===== src/rv_pkg.sv =====
package rv_pkg;

    // ####################################################################
    // widths
    // ####################################################################

    localparam int XLEN    = 32;
    localparam int PC_BITS = 16;

    typedef logic [XLEN-1:0]    word_t;
    typedef logic [31:0]        instr_t;
    typedef logic [PC_BITS-1:0] pc_t;
    typedef logic [4:0]         reg_idx_t;

    localparam pc_t RESET_PC = '0;

    // ####################################################################
    // opcodes and function codes
    // ####################################################################

    localparam logic [6:0] OPC_LUI    = 7'b0110111;
    localparam logic [6:0] OPC_OP_IMM = 7'b0010011;
    localparam logic [6:0] OPC_OP     = 7'b0110011;
    localparam logic [6:0] OPC_JAL    = 7'b1101111;
    localparam logic [6:0] OPC_BRANCH = 7'b1100011;

    localparam logic [2:0] F3_ADD = 3'b000;                // also sub.
    localparam logic [2:0] F3_SLT = 3'b010;
    localparam logic [2:0] F3_XOR = 3'b100;
    localparam logic [2:0] F3_OR  = 3'b110;
    localparam logic [2:0] F3_AND = 3'b111;

    localparam logic [2:0] F3_BEQ = 3'b000;
    localparam logic [2:0] F3_BNE = 3'b001;

    typedef enum logic [2:0] {
        ALU_ADD,
        ALU_SUB,
        ALU_SLT,
        ALU_XOR,
        ALU_OR,
        ALU_AND,
        ALU_PASS_B
    } alu_op_e;

    typedef enum logic [1:0] {
        FS_IDLE,
        FS_SETUP,
        FS_ACCESS
    } fetch_state_e;

    // ####################################################################
    // stage packets
    // ####################################################################

    typedef struct packed {
        logic   valid;
        pc_t    pc;
        instr_t instr;
    } fetch_pkt_t;

    typedef struct packed {
        logic     valid;
        pc_t      pc;
        reg_idx_t rs1;
        reg_idx_t rs2;
        reg_idx_t rd;
        word_t    rs1_data;
        word_t    rs2_data;
        word_t    imm;
        alu_op_e  alu_op;
        logic     use_imm;                              // operand b is imm.
        logic     reg_write;                            // never set for x0.
        logic     is_jal;
        logic     is_branch;
        logic     branch_ne;
        logic     is_lui;
    } decode_pkt_t;

    typedef struct packed {
        logic     valid;
        pc_t      pc;
        reg_idx_t rd;
        word_t    data;
    } wb_pkt_t;

    typedef struct packed {
        logic valid;
        pc_t  target;
    } redirect_t;

endpackage

===== src/rv_core.sv =====
`timescale 1ns/1ps

module rv_core
(
    input  wire                 i_clk,
    input  wire                 i_arst_n,
    output logic                o_psel,
    output logic                o_penable,
    output rv_pkg::pc_t         o_paddr,
    input  rv_pkg::instr_t      i_prdata,
    input  wire                 i_pready,
    output rv_pkg::wb_pkt_t     o_retire
);

    rv_pkg::fetch_pkt_t  fetch_pkt;
    rv_pkg::decode_pkt_t decode_pkt;
    rv_pkg::redirect_t   redirect;
    rv_pkg::wb_pkt_t     wb;
    rv_pkg::reg_idx_t    rs1;
    rv_pkg::reg_idx_t    rs2;
    rv_pkg::word_t       rs1_data;
    rv_pkg::word_t       rs2_data;

    rv_fetch u_fetch
    (
        .i_clk      (i_clk),
        .i_arst_n   (i_arst_n),
        .i_redirect (redirect),
        .o_psel     (o_psel),
        .o_penable  (o_penable),
        .o_paddr    (o_paddr),
        .i_prdata   (i_prdata),
        .i_pready   (i_pready),
        .o_fetch    (fetch_pkt)
    );

    rv_decode u_decode
    (
        .i_clk      (i_clk),
        .i_arst_n   (i_arst_n),
        .i_fetch    (fetch_pkt),
        .i_redirect (redirect),
        .o_rs1      (rs1),
        .o_rs2      (rs2),
        .i_rs1_data (rs1_data),
        .i_rs2_data (rs2_data),
        .o_decode   (decode_pkt)
    );

    rv_regs u_regs
    (
        .i_clk      (i_clk),
        .i_arst_n   (i_arst_n),
        .i_rs1      (rs1),
        .i_rs2      (rs2),
        .i_wb       (wb),
        .o_rs1_data (rs1_data),
        .o_rs2_data (rs2_data)
    );

    rv_execute u_execute
    (
        .i_clk      (i_clk),
        .i_arst_n   (i_arst_n),
        .i_decode   (decode_pkt),
        .o_redirect (redirect),
        .o_wb       (wb)
    );

    assign o_retire = wb;                               // writeback is the retire port.

endmodule


===== src/rv_execute.sv =====
`timescale 1ns/1ps

module rv_execute
(
    input  wire                  i_clk,
    input  wire                  i_arst_n,
    input  rv_pkg::decode_pkt_t  i_decode,
    output rv_pkg::redirect_t    o_redirect,
    output rv_pkg::wb_pkt_t      o_wb
);

    rv_pkg::word_t   src1;
    rv_pkg::word_t   src2;
    rv_pkg::word_t   op_b;
    rv_pkg::word_t   alu_res;
    rv_pkg::word_t   link;
    rv_pkg::pc_t     pc_plus4;
    rv_pkg::pc_t     target;
    logic            equal;
    logic            taken;
    rv_pkg::wb_pkt_t wb_q;

    // ####################################################################
    // forwarding from the writeback register
    // ####################################################################

    always_comb
    begin
        src1 = i_decode.rs1_data;
        src2 = i_decode.rs2_data;
        if (wb_q.valid && (wb_q.rd == i_decode.rs1) && !i_decode.is_lui)
            src1 = wb_q.data;                           // lui has no rs1 field.
        if (wb_q.valid && (wb_q.rd == i_decode.rs2))
            src2 = wb_q.data;
    end

    // ####################################################################
    // alu
    // ####################################################################

    assign op_b = i_decode.use_imm ? i_decode.imm : src2;

    always_comb
    begin
        case (i_decode.alu_op)
            rv_pkg::ALU_ADD:    alu_res = src1 + op_b;
            rv_pkg::ALU_SUB:    alu_res = src1 - op_b;
            rv_pkg::ALU_SLT:    alu_res = rv_pkg::word_t'($signed(src1) < $signed(op_b));
            rv_pkg::ALU_XOR:    alu_res = src1 ^ op_b;
            rv_pkg::ALU_OR:     alu_res = src1 | op_b;
            rv_pkg::ALU_AND:    alu_res = src1 & op_b;
            rv_pkg::ALU_PASS_B: alu_res = op_b;
            default:            alu_res = '0;
        endcase
    end

    // ####################################################################
    // branch resolve and redirect
    // ####################################################################

    assign pc_plus4 = i_decode.pc + rv_pkg::pc_t'(4);
    assign link     = rv_pkg::word_t'(pc_plus4);        // zero extended.
    assign target   = i_decode.pc + i_decode.imm[rv_pkg::PC_BITS-1:0];
    assign equal    = (src1 == src2);
    assign taken    = i_decode.is_branch && (i_decode.branch_ne ? !equal : equal);

    assign o_redirect.valid  = i_decode.valid && (i_decode.is_jal || taken);
    assign o_redirect.target = target;

    always_ff @(posedge i_clk or negedge i_arst_n)
    begin
        if (!i_arst_n)
            wb_q.valid <= 1'b0;
        else
        begin
            wb_q.valid <= i_decode.valid && i_decode.reg_write;
            wb_q.pc    <= i_decode.pc;
            wb_q.rd    <= i_decode.rd;
            wb_q.data  <= i_decode.is_jal ? link : alu_res;
        end
    end

    assign o_wb = wb_q;

endmodule


===== src/rv_regs.sv =====
`timescale 1ns/1ps

module rv_regs
(
    input  wire                 i_clk,
    input  wire                 i_arst_n,
    input  rv_pkg::reg_idx_t    i_rs1,
    input  rv_pkg::reg_idx_t    i_rs2,
    input  rv_pkg::wb_pkt_t     i_wb,
    output rv_pkg::word_t       o_rs1_data,
    output rv_pkg::word_t       o_rs2_data
);

    rv_pkg::word_t regs_q [1:31];

    always_ff @(posedge i_clk or negedge i_arst_n)
    begin
        if (!i_arst_n)
        begin
            for (int i = 1; i < 32; i++)
                regs_q[i] <= '0;
        end
        else if (i_wb.valid && (i_wb.rd != '0))
            regs_q[i_wb.rd] <= i_wb.data;
    end

    // write-through so decode sees a value retiring in the same cycle.
    assign o_rs1_data = (i_rs1 == '0) ? '0 :
                        (i_wb.valid && (i_wb.rd == i_rs1)) ? i_wb.data : regs_q[i_rs1];
    assign o_rs2_data = (i_rs2 == '0) ? '0 :
                        (i_wb.valid && (i_wb.rd == i_rs2)) ? i_wb.data : regs_q[i_rs2];

    a_no_x0_write: assert property (@(posedge i_clk) disable iff (!i_arst_n)
        i_wb.valid |-> (i_wb.rd != '0));

endmodule


===== src/rv_decode.sv =====
`timescale 1ns/1ps

module rv_decode
(
    input  wire                  i_clk,
    input  wire                  i_arst_n,
    input  rv_pkg::fetch_pkt_t   i_fetch,
    input  rv_pkg::redirect_t    i_redirect,
    output rv_pkg::reg_idx_t     o_rs1,
    output rv_pkg::reg_idx_t     o_rs2,
    input  rv_pkg::word_t        i_rs1_data,
    input  rv_pkg::word_t        i_rs2_data,
    output rv_pkg::decode_pkt_t  o_decode
);

    logic [6:0]          opcode;
    logic [2:0]          funct3;
    logic [6:0]          funct7;
    rv_pkg::reg_idx_t    rd;
    rv_pkg::word_t       imm_i;
    rv_pkg::word_t       imm_u;
    rv_pkg::word_t       imm_j;
    rv_pkg::word_t       imm_b;
    logic                supported;
    rv_pkg::decode_pkt_t d_next;
    rv_pkg::decode_pkt_t dec_q;

    assign opcode = i_fetch.instr[6:0];
    assign rd     = i_fetch.instr[11:7];
    assign funct3 = i_fetch.instr[14:12];
    assign o_rs1  = i_fetch.instr[19:15];
    assign o_rs2  = i_fetch.instr[24:20];
    assign funct7 = i_fetch.instr[31:25];

    assign imm_i = {{20{i_fetch.instr[31]}}, i_fetch.instr[31:20]};
    assign imm_u = {i_fetch.instr[31:12], 12'b0};
    assign imm_j = {{12{i_fetch.instr[31]}}, i_fetch.instr[19:12], i_fetch.instr[20],
                    i_fetch.instr[30:21], 1'b0};
    assign imm_b = {{20{i_fetch.instr[31]}}, i_fetch.instr[7], i_fetch.instr[30:25],
                    i_fetch.instr[11:8], 1'b0};

    always_comb
    begin
        d_next           = '0;
        supported        = 1'b1;
        d_next.pc        = i_fetch.pc;
        d_next.rs1       = o_rs1;
        d_next.rs2       = o_rs2;
        d_next.rd        = rd;
        d_next.rs1_data  = i_rs1_data;
        d_next.rs2_data  = i_rs2_data;
        d_next.alu_op    = rv_pkg::ALU_ADD;
        case (opcode)
            rv_pkg::OPC_LUI:
            begin
                d_next.imm     = imm_u;
                d_next.alu_op  = rv_pkg::ALU_PASS_B;
                d_next.use_imm = 1'b1;
                d_next.is_lui  = 1'b1;
            end
            rv_pkg::OPC_OP_IMM:
            begin
                d_next.imm     = imm_i;
                d_next.use_imm = 1'b1;
                case (funct3)
                    rv_pkg::F3_ADD: d_next.alu_op = rv_pkg::ALU_ADD;
                    rv_pkg::F3_SLT: d_next.alu_op = rv_pkg::ALU_SLT;
                    rv_pkg::F3_XOR: d_next.alu_op = rv_pkg::ALU_XOR;
                    rv_pkg::F3_OR:  d_next.alu_op = rv_pkg::ALU_OR;
                    rv_pkg::F3_AND: d_next.alu_op = rv_pkg::ALU_AND;
                    default:        supported = 1'b0;   // sltiu and shifts.
                endcase
            end
            rv_pkg::OPC_OP:
            begin
                if (funct7 == 7'b0100000 && funct3 == rv_pkg::F3_ADD)
                    d_next.alu_op = rv_pkg::ALU_SUB;
                else if (funct7 != 7'b0000000)
                    supported = 1'b0;
                else
                    case (funct3)
                        rv_pkg::F3_ADD: d_next.alu_op = rv_pkg::ALU_ADD;
                        rv_pkg::F3_SLT: d_next.alu_op = rv_pkg::ALU_SLT;
                        rv_pkg::F3_XOR: d_next.alu_op = rv_pkg::ALU_XOR;
                        rv_pkg::F3_OR:  d_next.alu_op = rv_pkg::ALU_OR;
                        rv_pkg::F3_AND: d_next.alu_op = rv_pkg::ALU_AND;
                        default:        supported = 1'b0;
                    endcase
            end
            rv_pkg::OPC_JAL:
            begin
                d_next.imm    = imm_j;
                d_next.is_jal = 1'b1;
            end
            rv_pkg::OPC_BRANCH:
            begin
                d_next.imm       = imm_b;
                d_next.is_branch = 1'b1;
                d_next.branch_ne = (funct3 == rv_pkg::F3_BNE);
                supported = (funct3 == rv_pkg::F3_BEQ) || (funct3 == rv_pkg::F3_BNE);
            end
            default: supported = 1'b0;                  // passes on as a bubble.
        endcase
        d_next.reg_write = (opcode != rv_pkg::OPC_BRANCH) && (rd != '0);
        d_next.valid     = i_fetch.valid && supported && !i_redirect.valid;
    end

    always_ff @(posedge i_clk or negedge i_arst_n)
    begin
        if (!i_arst_n)
            dec_q.valid <= 1'b0;
        else
            dec_q <= d_next;
    end

    assign o_decode = dec_q;

endmodule


===== src/rv_fetch.sv =====
`timescale 1ns/1ps

module rv_fetch
(
    input  wire                  i_clk,
    input  wire                  i_arst_n,
    input  rv_pkg::redirect_t    i_redirect,
    output logic                 o_psel,
    output logic                 o_penable,
    output rv_pkg::pc_t          o_paddr,
    input  rv_pkg::instr_t       i_prdata,
    input  wire                  i_pready,
    output rv_pkg::fetch_pkt_t   o_fetch
);

    rv_pkg::fetch_state_e state_q;
    rv_pkg::pc_t          pc_q;
    rv_pkg::pc_t          paddr_q;
    logic                 discard_q;
    logic                 done;
    rv_pkg::fetch_pkt_t   fetch_q;

    assign done      = (state_q == rv_pkg::FS_ACCESS) && i_pready;
    assign o_psel    = (state_q != rv_pkg::FS_IDLE);
    assign o_penable = (state_q == rv_pkg::FS_ACCESS);
    assign o_paddr   = paddr_q;
    assign o_fetch   = fetch_q;

    always_ff @(posedge i_clk or negedge i_arst_n)
    begin
        if (!i_arst_n)
        begin
            state_q       <= rv_pkg::FS_IDLE;
            pc_q          <= rv_pkg::RESET_PC;
            discard_q     <= 1'b0;
            fetch_q.valid <= 1'b0;
        end
        else
        begin
            case (state_q)
                rv_pkg::FS_IDLE:
                begin
                    state_q <= rv_pkg::FS_SETUP;
                    paddr_q <= i_redirect.valid ? i_redirect.target : pc_q;
                end
                rv_pkg::FS_SETUP:  state_q <= rv_pkg::FS_ACCESS;
                rv_pkg::FS_ACCESS: if (i_pready) state_q <= rv_pkg::FS_IDLE;
                default:           state_q <= rv_pkg::FS_IDLE;
            endcase

            if (i_redirect.valid)
                pc_q <= i_redirect.target;
            else if (done && !discard_q)
                pc_q <= pc_q + rv_pkg::pc_t'(4);

            // transfer already on the bus keeps its address, its data is dropped.
            if (done)
                discard_q <= 1'b0;
            else if (i_redirect.valid && (state_q != rv_pkg::FS_IDLE))
                discard_q <= 1'b1;

            fetch_q.valid <= done && !discard_q && !i_redirect.valid;
            fetch_q.pc    <= paddr_q;
            fetch_q.instr <= i_prdata;
        end
    end

    a_apb_hold: assert property (@(posedge i_clk) disable iff (!i_arst_n)
        (o_psel && !(o_penable && i_pready)) |=> (o_psel && $stable(o_paddr)));

endmodule


===== config.mk =====
export PLATFORM = sky130hd
export DESIGN_NAME = rv_core
export DESIGN_NICKNAME = d
export VERILOG_FILES = /design/src/rv_pkg.sv /design/src/rv_core.sv /design/src/rv_execute.sv /design/src/rv_regs.sv /design/src/rv_decode.sv /design/src/rv_fetch.sv
export SDC_FILE = /design/constraint.sdc
export NUM_CORES = 2
export LEC_CHECK = 0
export BUFFER_PORTS_ARGS = -buffer_cell sky130_fd_sc_hd__clkbuf_2
export CAP_MARGIN = 10
export CORE_MARGIN = 5
export CORE_UTILIZATION = 55
export DETAILED_ROUTE_END_ITERATION = 8
export PLACE_DENSITY = 0.79
export SYNTH_ARGS = -nofsm -noshare
export SYNTH_HDL_FRONTEND = slang
export SYNTH_SLANG_ARGS = --single-unit

===== constraint.sdc =====
create_clock -name i_clk -period 7.1 [get_ports i_clk]
set_input_delay 0.71 -clock i_clk [delete_from_list [all_inputs] [get_ports i_clk]]
set_output_delay 0.71 -clock i_clk [all_outputs]
set_load 0.02 [all_outputs]

# [Word level (Yosys, flattened, before mapping)]
# Cells that the tools add are included.
[totals] out_inout_bits=72 wordCells=176 inputBits=35 ff_bits=1267
[classes] eq_ne=26 muxes=37 n_lt_le_gt_ge=5 n_bitwise=6 n_addsub=5 reduce_logical=39
[ops] op="992-bit bitwise mux" n=1
[ops] op="32-bit binary-select mux with 5-bit select" n=2
[ops] op="32-bit 2-to-1 mux" n=10
[ops] op="32-bit case mux with 7 select lines" n=1
[ops] op="32-bit demux with 5-bit select" n=1
[ops] op="32-bit case mux with 4 select lines" n=1
[ops] op="16-bit 2-to-1 mux" n=4
[ops] op="16-bit by 3-bit adder with 16-bit output, second input constant" n=2
[ops] op="32-bit adder" n=1
[ops] op="32-bit bitwise AND" n=1
[ops] op="32-bit equality test" n=1
[ops] op="32-bit < comparator" n=1
[ops] op="32-bit OR" n=1
[ops] op="32-bit subtractor" n=1
[ops] op="32-bit XOR" n=1
[ops] op="7-bit by 6-bit equality test with 1-bit output, second input constant" n=3
[ops] op="5-bit equality test" n=4
[ops] op="3-bit equality test, second input constant" n=6
[ops] op="6-bit greater-or-equal comparator, second input constant" n=3
[ops] op="1-bit logical AND" n=18
[ops] op="5-bit NOT with 6-bit output" n=3
[ops] op="16-bit adder" n=1
[ops] op="7-bit equality test, second input constant" n=2
[ops] op="3-bit case mux with 4 select lines" n=1
[ops] op="25 further kinds" n=48

# [Logic depth before layout (Yosys ltp)]
[logic_depth] depth_word=13 depth_mapped=23 ltp_nobuf=19

# [Modules after synthesis]
# From an unflattened synthesis, not the netlist that was laid out.
[hier_totals] hier_cells=5511 area_unflattened_um2=71339.7
[by_module_without_submodules] module="rv_regs" n_inst=1 seq_area_each_um2=24823.8 area_each_um2=54150.7 cells_per_inst=3939
[by_module_without_submodules] module="rv_execute" n_inst=1 seq_area_each_um2=1616.6 area_each_um2=9260.1 cells_per_inst=1138
[by_module_without_submodules] module="rv_decode" n_inst=1 seq_area_each_um2=4108.9 area_each_um2=4813.4 cells_per_inst=234
[by_module_without_submodules] module="rv_fetch" n_inst=1 seq_area_each_um2=2422.3 area_each_um2=3115.5 cells_per_inst=200

# [Worst setup path after synthesis]
# OpenSTA, ideal clock, no wires.
[synth_path] path_type="reg2reg" from="register u_execute.wb_q (netlist bit u_execute.o_wb[34])" to="register u_execute.wb_q (netlist bit u_execute.o_wb[28]), data pin" n_path_buf=3 setup_ns=0.259 path_stages_with_launch=21 synth_period_minus_slack_ns=5.159 t_required_ns=6.841 arrival_ns=4.900 setup_slack_ns=1.941 path_cell_list="edfxtp_1 > buf_4 > xnor2_2 > nand4_2 > nor2_4 > buf_2 > buf_1 > o211ai_1 > o21a_1 > ha_1 > fa_1 > a211oi_1 > o21ai_0 > a211oi_1 > nor2_1 > nor4b_1 > nor3_1 > a2111oi_2 > xnor2_1 > o21ai_0 > a211o_1"
[synth_via] elab_chain_cells=6 word_cells_on_any_way=14 classes_between="add/sub: 2; eq/ne: 2; mux: 4; bitwise: 3; reduce/logical: 3"
[synth_lines] item="from (decl)" line="rv_execute.sv:21" rtl="rv_pkg::wb_pkt_t wb_q;"
[synth_lines] item="5-bit equality test, on equally long branches" line="rv_execute.sv:33, rv_execute.sv:31"
[synth_lines] item="1-bit logical AND, on equally long branches" line="rv_execute.sv:33, rv_execute.sv:31"
[synth_lines] item="32-bit 2-to-1 mux or 1-bit logical AND (tied branches)" line="rv_execute.sv:33, rv_execute.sv:31"
[synth_lines] item="32-bit 2-to-1 mux, on equally long branches" line="rv_execute.sv:41, rv_execute.sv:31"
[synth_lines] item="32-bit subtractor (tied with other cells)" line="rv_execute.sv:47" rtl="rv_pkg::ALU_SUB: alu_res = src1 - op_b;"
[synth_lines] item="32-bit case mux with 7 select lines (*)" line="rv_execute.sv:45" rtl="case (i_decode.alu_op)"
# Every way passes the cells marked *; elsewhere a longest branch is shown, timed or not.
# A chain may end at the register's enable or synchronous reset.

# [Final worst setup path]
[layout_path] from="register u_execute.wb_q (netlist bit u_execute.o_wb[36])" to="register u_execute.wb_q (netlist bit u_execute.o_wb[28]), data pin"
# The elaborated chain is that of the path after synthesis.

==> impl_results.md <==
* Status: finished clean
* Maximum vdd drop at 248 uV
* IO Count at 107
* Routed wire per std cell at 30.3 um
* CP Launch Type: register
* Hold Path Depth at 1
* Nets at 5433
* Post-synth ARST share at 80.0%
* FF-to-FF setup slack at 0.75 ns
* Area share of the largest cell type after synthesis at 35.5%
* Syn nets at 5554
* FF+latch count, synth at 1267
* Unrepaired setup endpoints after global routing: no
* Synth-to-layout area growth at 8.99%
* Antenna violations before repair at 3
* DRT Wirelength at 216 mm
* Worst-case reg-to-reg path depth at 17
* Mux cell area share after synthesis at 34.6%
* Total grt overflow at 0
* Largest stage delay on the critical path at 0.66 ns
* Fraction of layout cells with a size suffix above 1 at 37.8%
* Worst r2r src: u_execute.o_wb[36]
* Adder and majority gate portion of the synthesized area at 2.06%
* Most frequent cell after synthesis: dfrtp_1
* Std cell rows at 132
* Sw Pwr at 4.39 mW
* Largest net degree at the start of global routing at 185
* Post-synth top cells: dfrtp_1 (1014), mux2_2 (940), mux4_2 (576)
* Worst-Margin Slew at 1.19 ns
* # H-tree levels at 4
* Average size of a mapped cell at 13.2 sq um
* Synth Area in Compound Gates at 6.97%
* PwrDens at 212 nW/um^2
* Vias per cell at 6.92
* Number of synthesized flops with an enable pin at 253
* Mapped Area at 71600 sq um
* Sum of negative setup slack at 0 ns
* Routed vias at 49400
* Clock sink count at 1267
* Period utilization at 89.5%
* Final Hold Fails at 0
* Critical-path cell list: xnor2_2 -> nand4_2 -> nor2_4 -> o211ai_1 -> o21a_1 -> ha_1 -> fa_1 -> a211oi_1 -> o21ai_0 -> a211oi_1 -> nor2_1 -> nor4b_1 -> nor3_1 -> a2111oi_2 -> xnor2_1 -> o21ai_0 -> a211o_1
* Hold Path Class: input pin to register
* Drt first pass iters at 6
* Switching Fraction at 26.5%
* CP max-delay cell: nor2_4
* Logic gate share of total power at 11.0%
* Chip Width at 371 um
* Max Cap Viol at 0
* Post-Synth Simple-Gate Area at 5.26%
* DRT iter0 DRCs at 6100
* Leak pwr at 34.9 nW
* Clk slew on worst S/H paths at 0.06 ns
* Core box area at 129000 sq um
* Die Span Y at 371 um
* Syn Inst Count at 5403
* Root Buffer: clkbuf_16
* Main synth FF type: dfrtp_1
* GP Congestion at 0.982
* Initial Util at 55.3%
* Total die area at 137000 sq um
* Crit path DAT at 6.86 ns
* Clock power share at 42.2%
* Fin crit period at 6.35 ns
* Endpoint class of the critical path: register
* Overall power at 16.6 mW
* DRC Markers at 0
* Max Freq at 157 MHz
* Pint at 12.2 mW
* GRT Overall Usage at 31.6%
* Clk buf depth at 3
* Clock Skew at 0.0411 ns
* Final slew viol count at 0
* CTS tree: done
* Worst min-delay path startpoint: i_prdata[18]
* Port bufs at 106
* Setup slack after layout at 0.749 ns
* Max transition margin at 20.5%
* First-pass GRT wire length at 325 mm
* Post-route ant nets at 0
* Synth area leaders: dfrtp_1 (35%), mux4_2 (18%), mux2_2 (15%)
* XOR/XNOR share of the synthesized area at 1.41%
* HPWL reported at the end of detailed placement at 129 mm
* Hold path endpoint: u_fetch.o_fetch[18]
* CTS Buf Count at 134
* Ys Warns at 0
* Setup Fix Bufs, Post-CTS at 0
* Largest family of logic cells by synthesized area: multiplexers
* Data required time of the worst path at 7.60 ns
* Seq/Total Area, Yosys at 46.1%
* Clock Latency Late Sink at 0.79 ns
* Finish-stage setup viols at 0
* Kind of critical path: register to register
* Yosys cell types at 87
* Yosys top cell by area: dfrtp_1
* CP Max Fanout at 28
* FF-to-FF End: u_execute.o_wb[28]
* Sequential Power Share at 46.8%
* Pre-CTS setup slack at 0.945 ns
* Vias in the first global route at 50000
==> registers in the layout, indices dropped and copies added, names as in the netlist <==
register           cells
u_fetch.o_fetch       49
u_regs.regs_q        992
u_fetch.pc_q          16
u_decode.o_decode    137
u_fetch.o_paddr       16
u_fetch.discard_q      1
u_fetch.state_q        2
u_execute.o_wb        54
==> stage by stage <==
stage	util, %	hold WS, ns	cells	area (sq um)
2_1_floorplan	-	0.400	5403	71600
3_3_place_gp	56.9	0.400	6887	73700
3_5_place_dp	56.9	0.405	6887	73700
4_1_cts	60.2	0.0482	7131	78000
5_1_grt	60.2	0.0732	7131	78000
6_report	60.2	0.0998	7132	78000
==> worst max-delay path by stage <==
stage,cells after the start,to,startpoint,slack [ns]
after global routing,17,u_execute.o_wb[28],u_execute.o_wb[36],0.43
after detailed placement,17,u_execute.o_wb[28],u_execute.o_wb[36],0.95
after global placement,17,u_execute.o_wb[28],u_execute.o_wb[34],1.11
after CTS,17,u_execute.o_wb[28],u_execute.o_wb[36],0.87
after floorplan,20,u_execute.o_wb[28],u_execute.o_wb[34],1.94
final,17,u_execute.o_wb[28],u_execute.o_wb[36],0.75
==> power groups by stage <==
| stage | registers (mW) | clock network (mW) | logic, mW |
|---|---|---|---|
| 2_1_floorplan | 7.86 | 0 | 1.11 |
| 3_3_place_gp | 7.87 | 0 | 1.78 |
| 3_5_place_dp | 7.88 | 0 | 1.79 |
| 4_1_cts | 7.75 | 7.07 | 1.80 |
| 5_1_grt | 7.76 | 7.36 | 1.94 |
| 6_report | 7.75 | 7.00 | 1.82 |
==> critical path: cells and delay by family, from the launching register on <==
kind / cells / cell delay (ns)
xor+xnor: 2 / 0.48
flops: 1 / 0.65
simple gates: 5 / 1.91
compound gates: 8 / 2.23
fa+ha+maj: 2 / 0.79
==> kinds of logic after synthesis <==
group / Yosys count
compound gates: 786
xor+xnor: 112
simple gates: 841
buf+inv: 647
flops: 1267
fa+ha+maj: 116
mux: 1634
==> area by class of cell <==
type | instances | area [sq um]
well taps | 1742 | 2180
multi-input cells | 3489 | 36200
fillers | 9638 | 51500
clock inverters | 47 | 507
inverters | 142 | 533
repair buffers | 248 | 1790
diodes | 1 | 2.50
flip-flops and latches | 1267 | 33000
clock buffers | 196 | 3830
==> what timing repair did <==
| item | 4_1_cts | 5_1_grt |
|---|---|---|
| gates resized for setup | 0 | 0 |
| endpoints found under the setup margin | 0 | 0 |
| endpoints found under the hold margin | 59 | 0 |
| hold buffers | 1 | 0 |
==> metal layers <==
layer  wire, um  track usage (%)  vias up
li1           -                -    20200
met1      79000             41.6    25300
met2      98700             48.5     3082
met3      24900             8.56      770
met4      13100             16.4        4
met5         69            0.321        -
==> layout by cell type (no fill, tap or decap), types with 12 or more instances in the layout <==
cell type / n
a211oi_1: 21
a21o_1: 44
a21oi_1: 187
a221oi_1: 17
a22o_1: 38
and3_1: 30
buf_12: 15
buf_4: 127
clkbuf_1: 39
clkbuf_16: 135
clkbuf_2: 105
clkbuf_8: 22
clkinv_2: 17
dfrtp_1: 1014
edfxtp_1: 253
ha_1: 113
inv_1: 140
mux2_2: 940
mux2i_1: 108
mux4_2: 576
nand2_1: 308
nand2_2: 17
nand3_1: 58
nand4_1: 21
nor2_1: 246
nor2_4: 15
nor2b_1: 24
nor3_1: 40
o211ai_1: 34
o21ai_0: 253
o21bai_1: 19
o221ai_1: 17
o22ai_1: 20
o31ai_1: 12
xnor2_1: 72
xor2_1: 36
No activity file was read; power rests on OpenSTA's default activity.
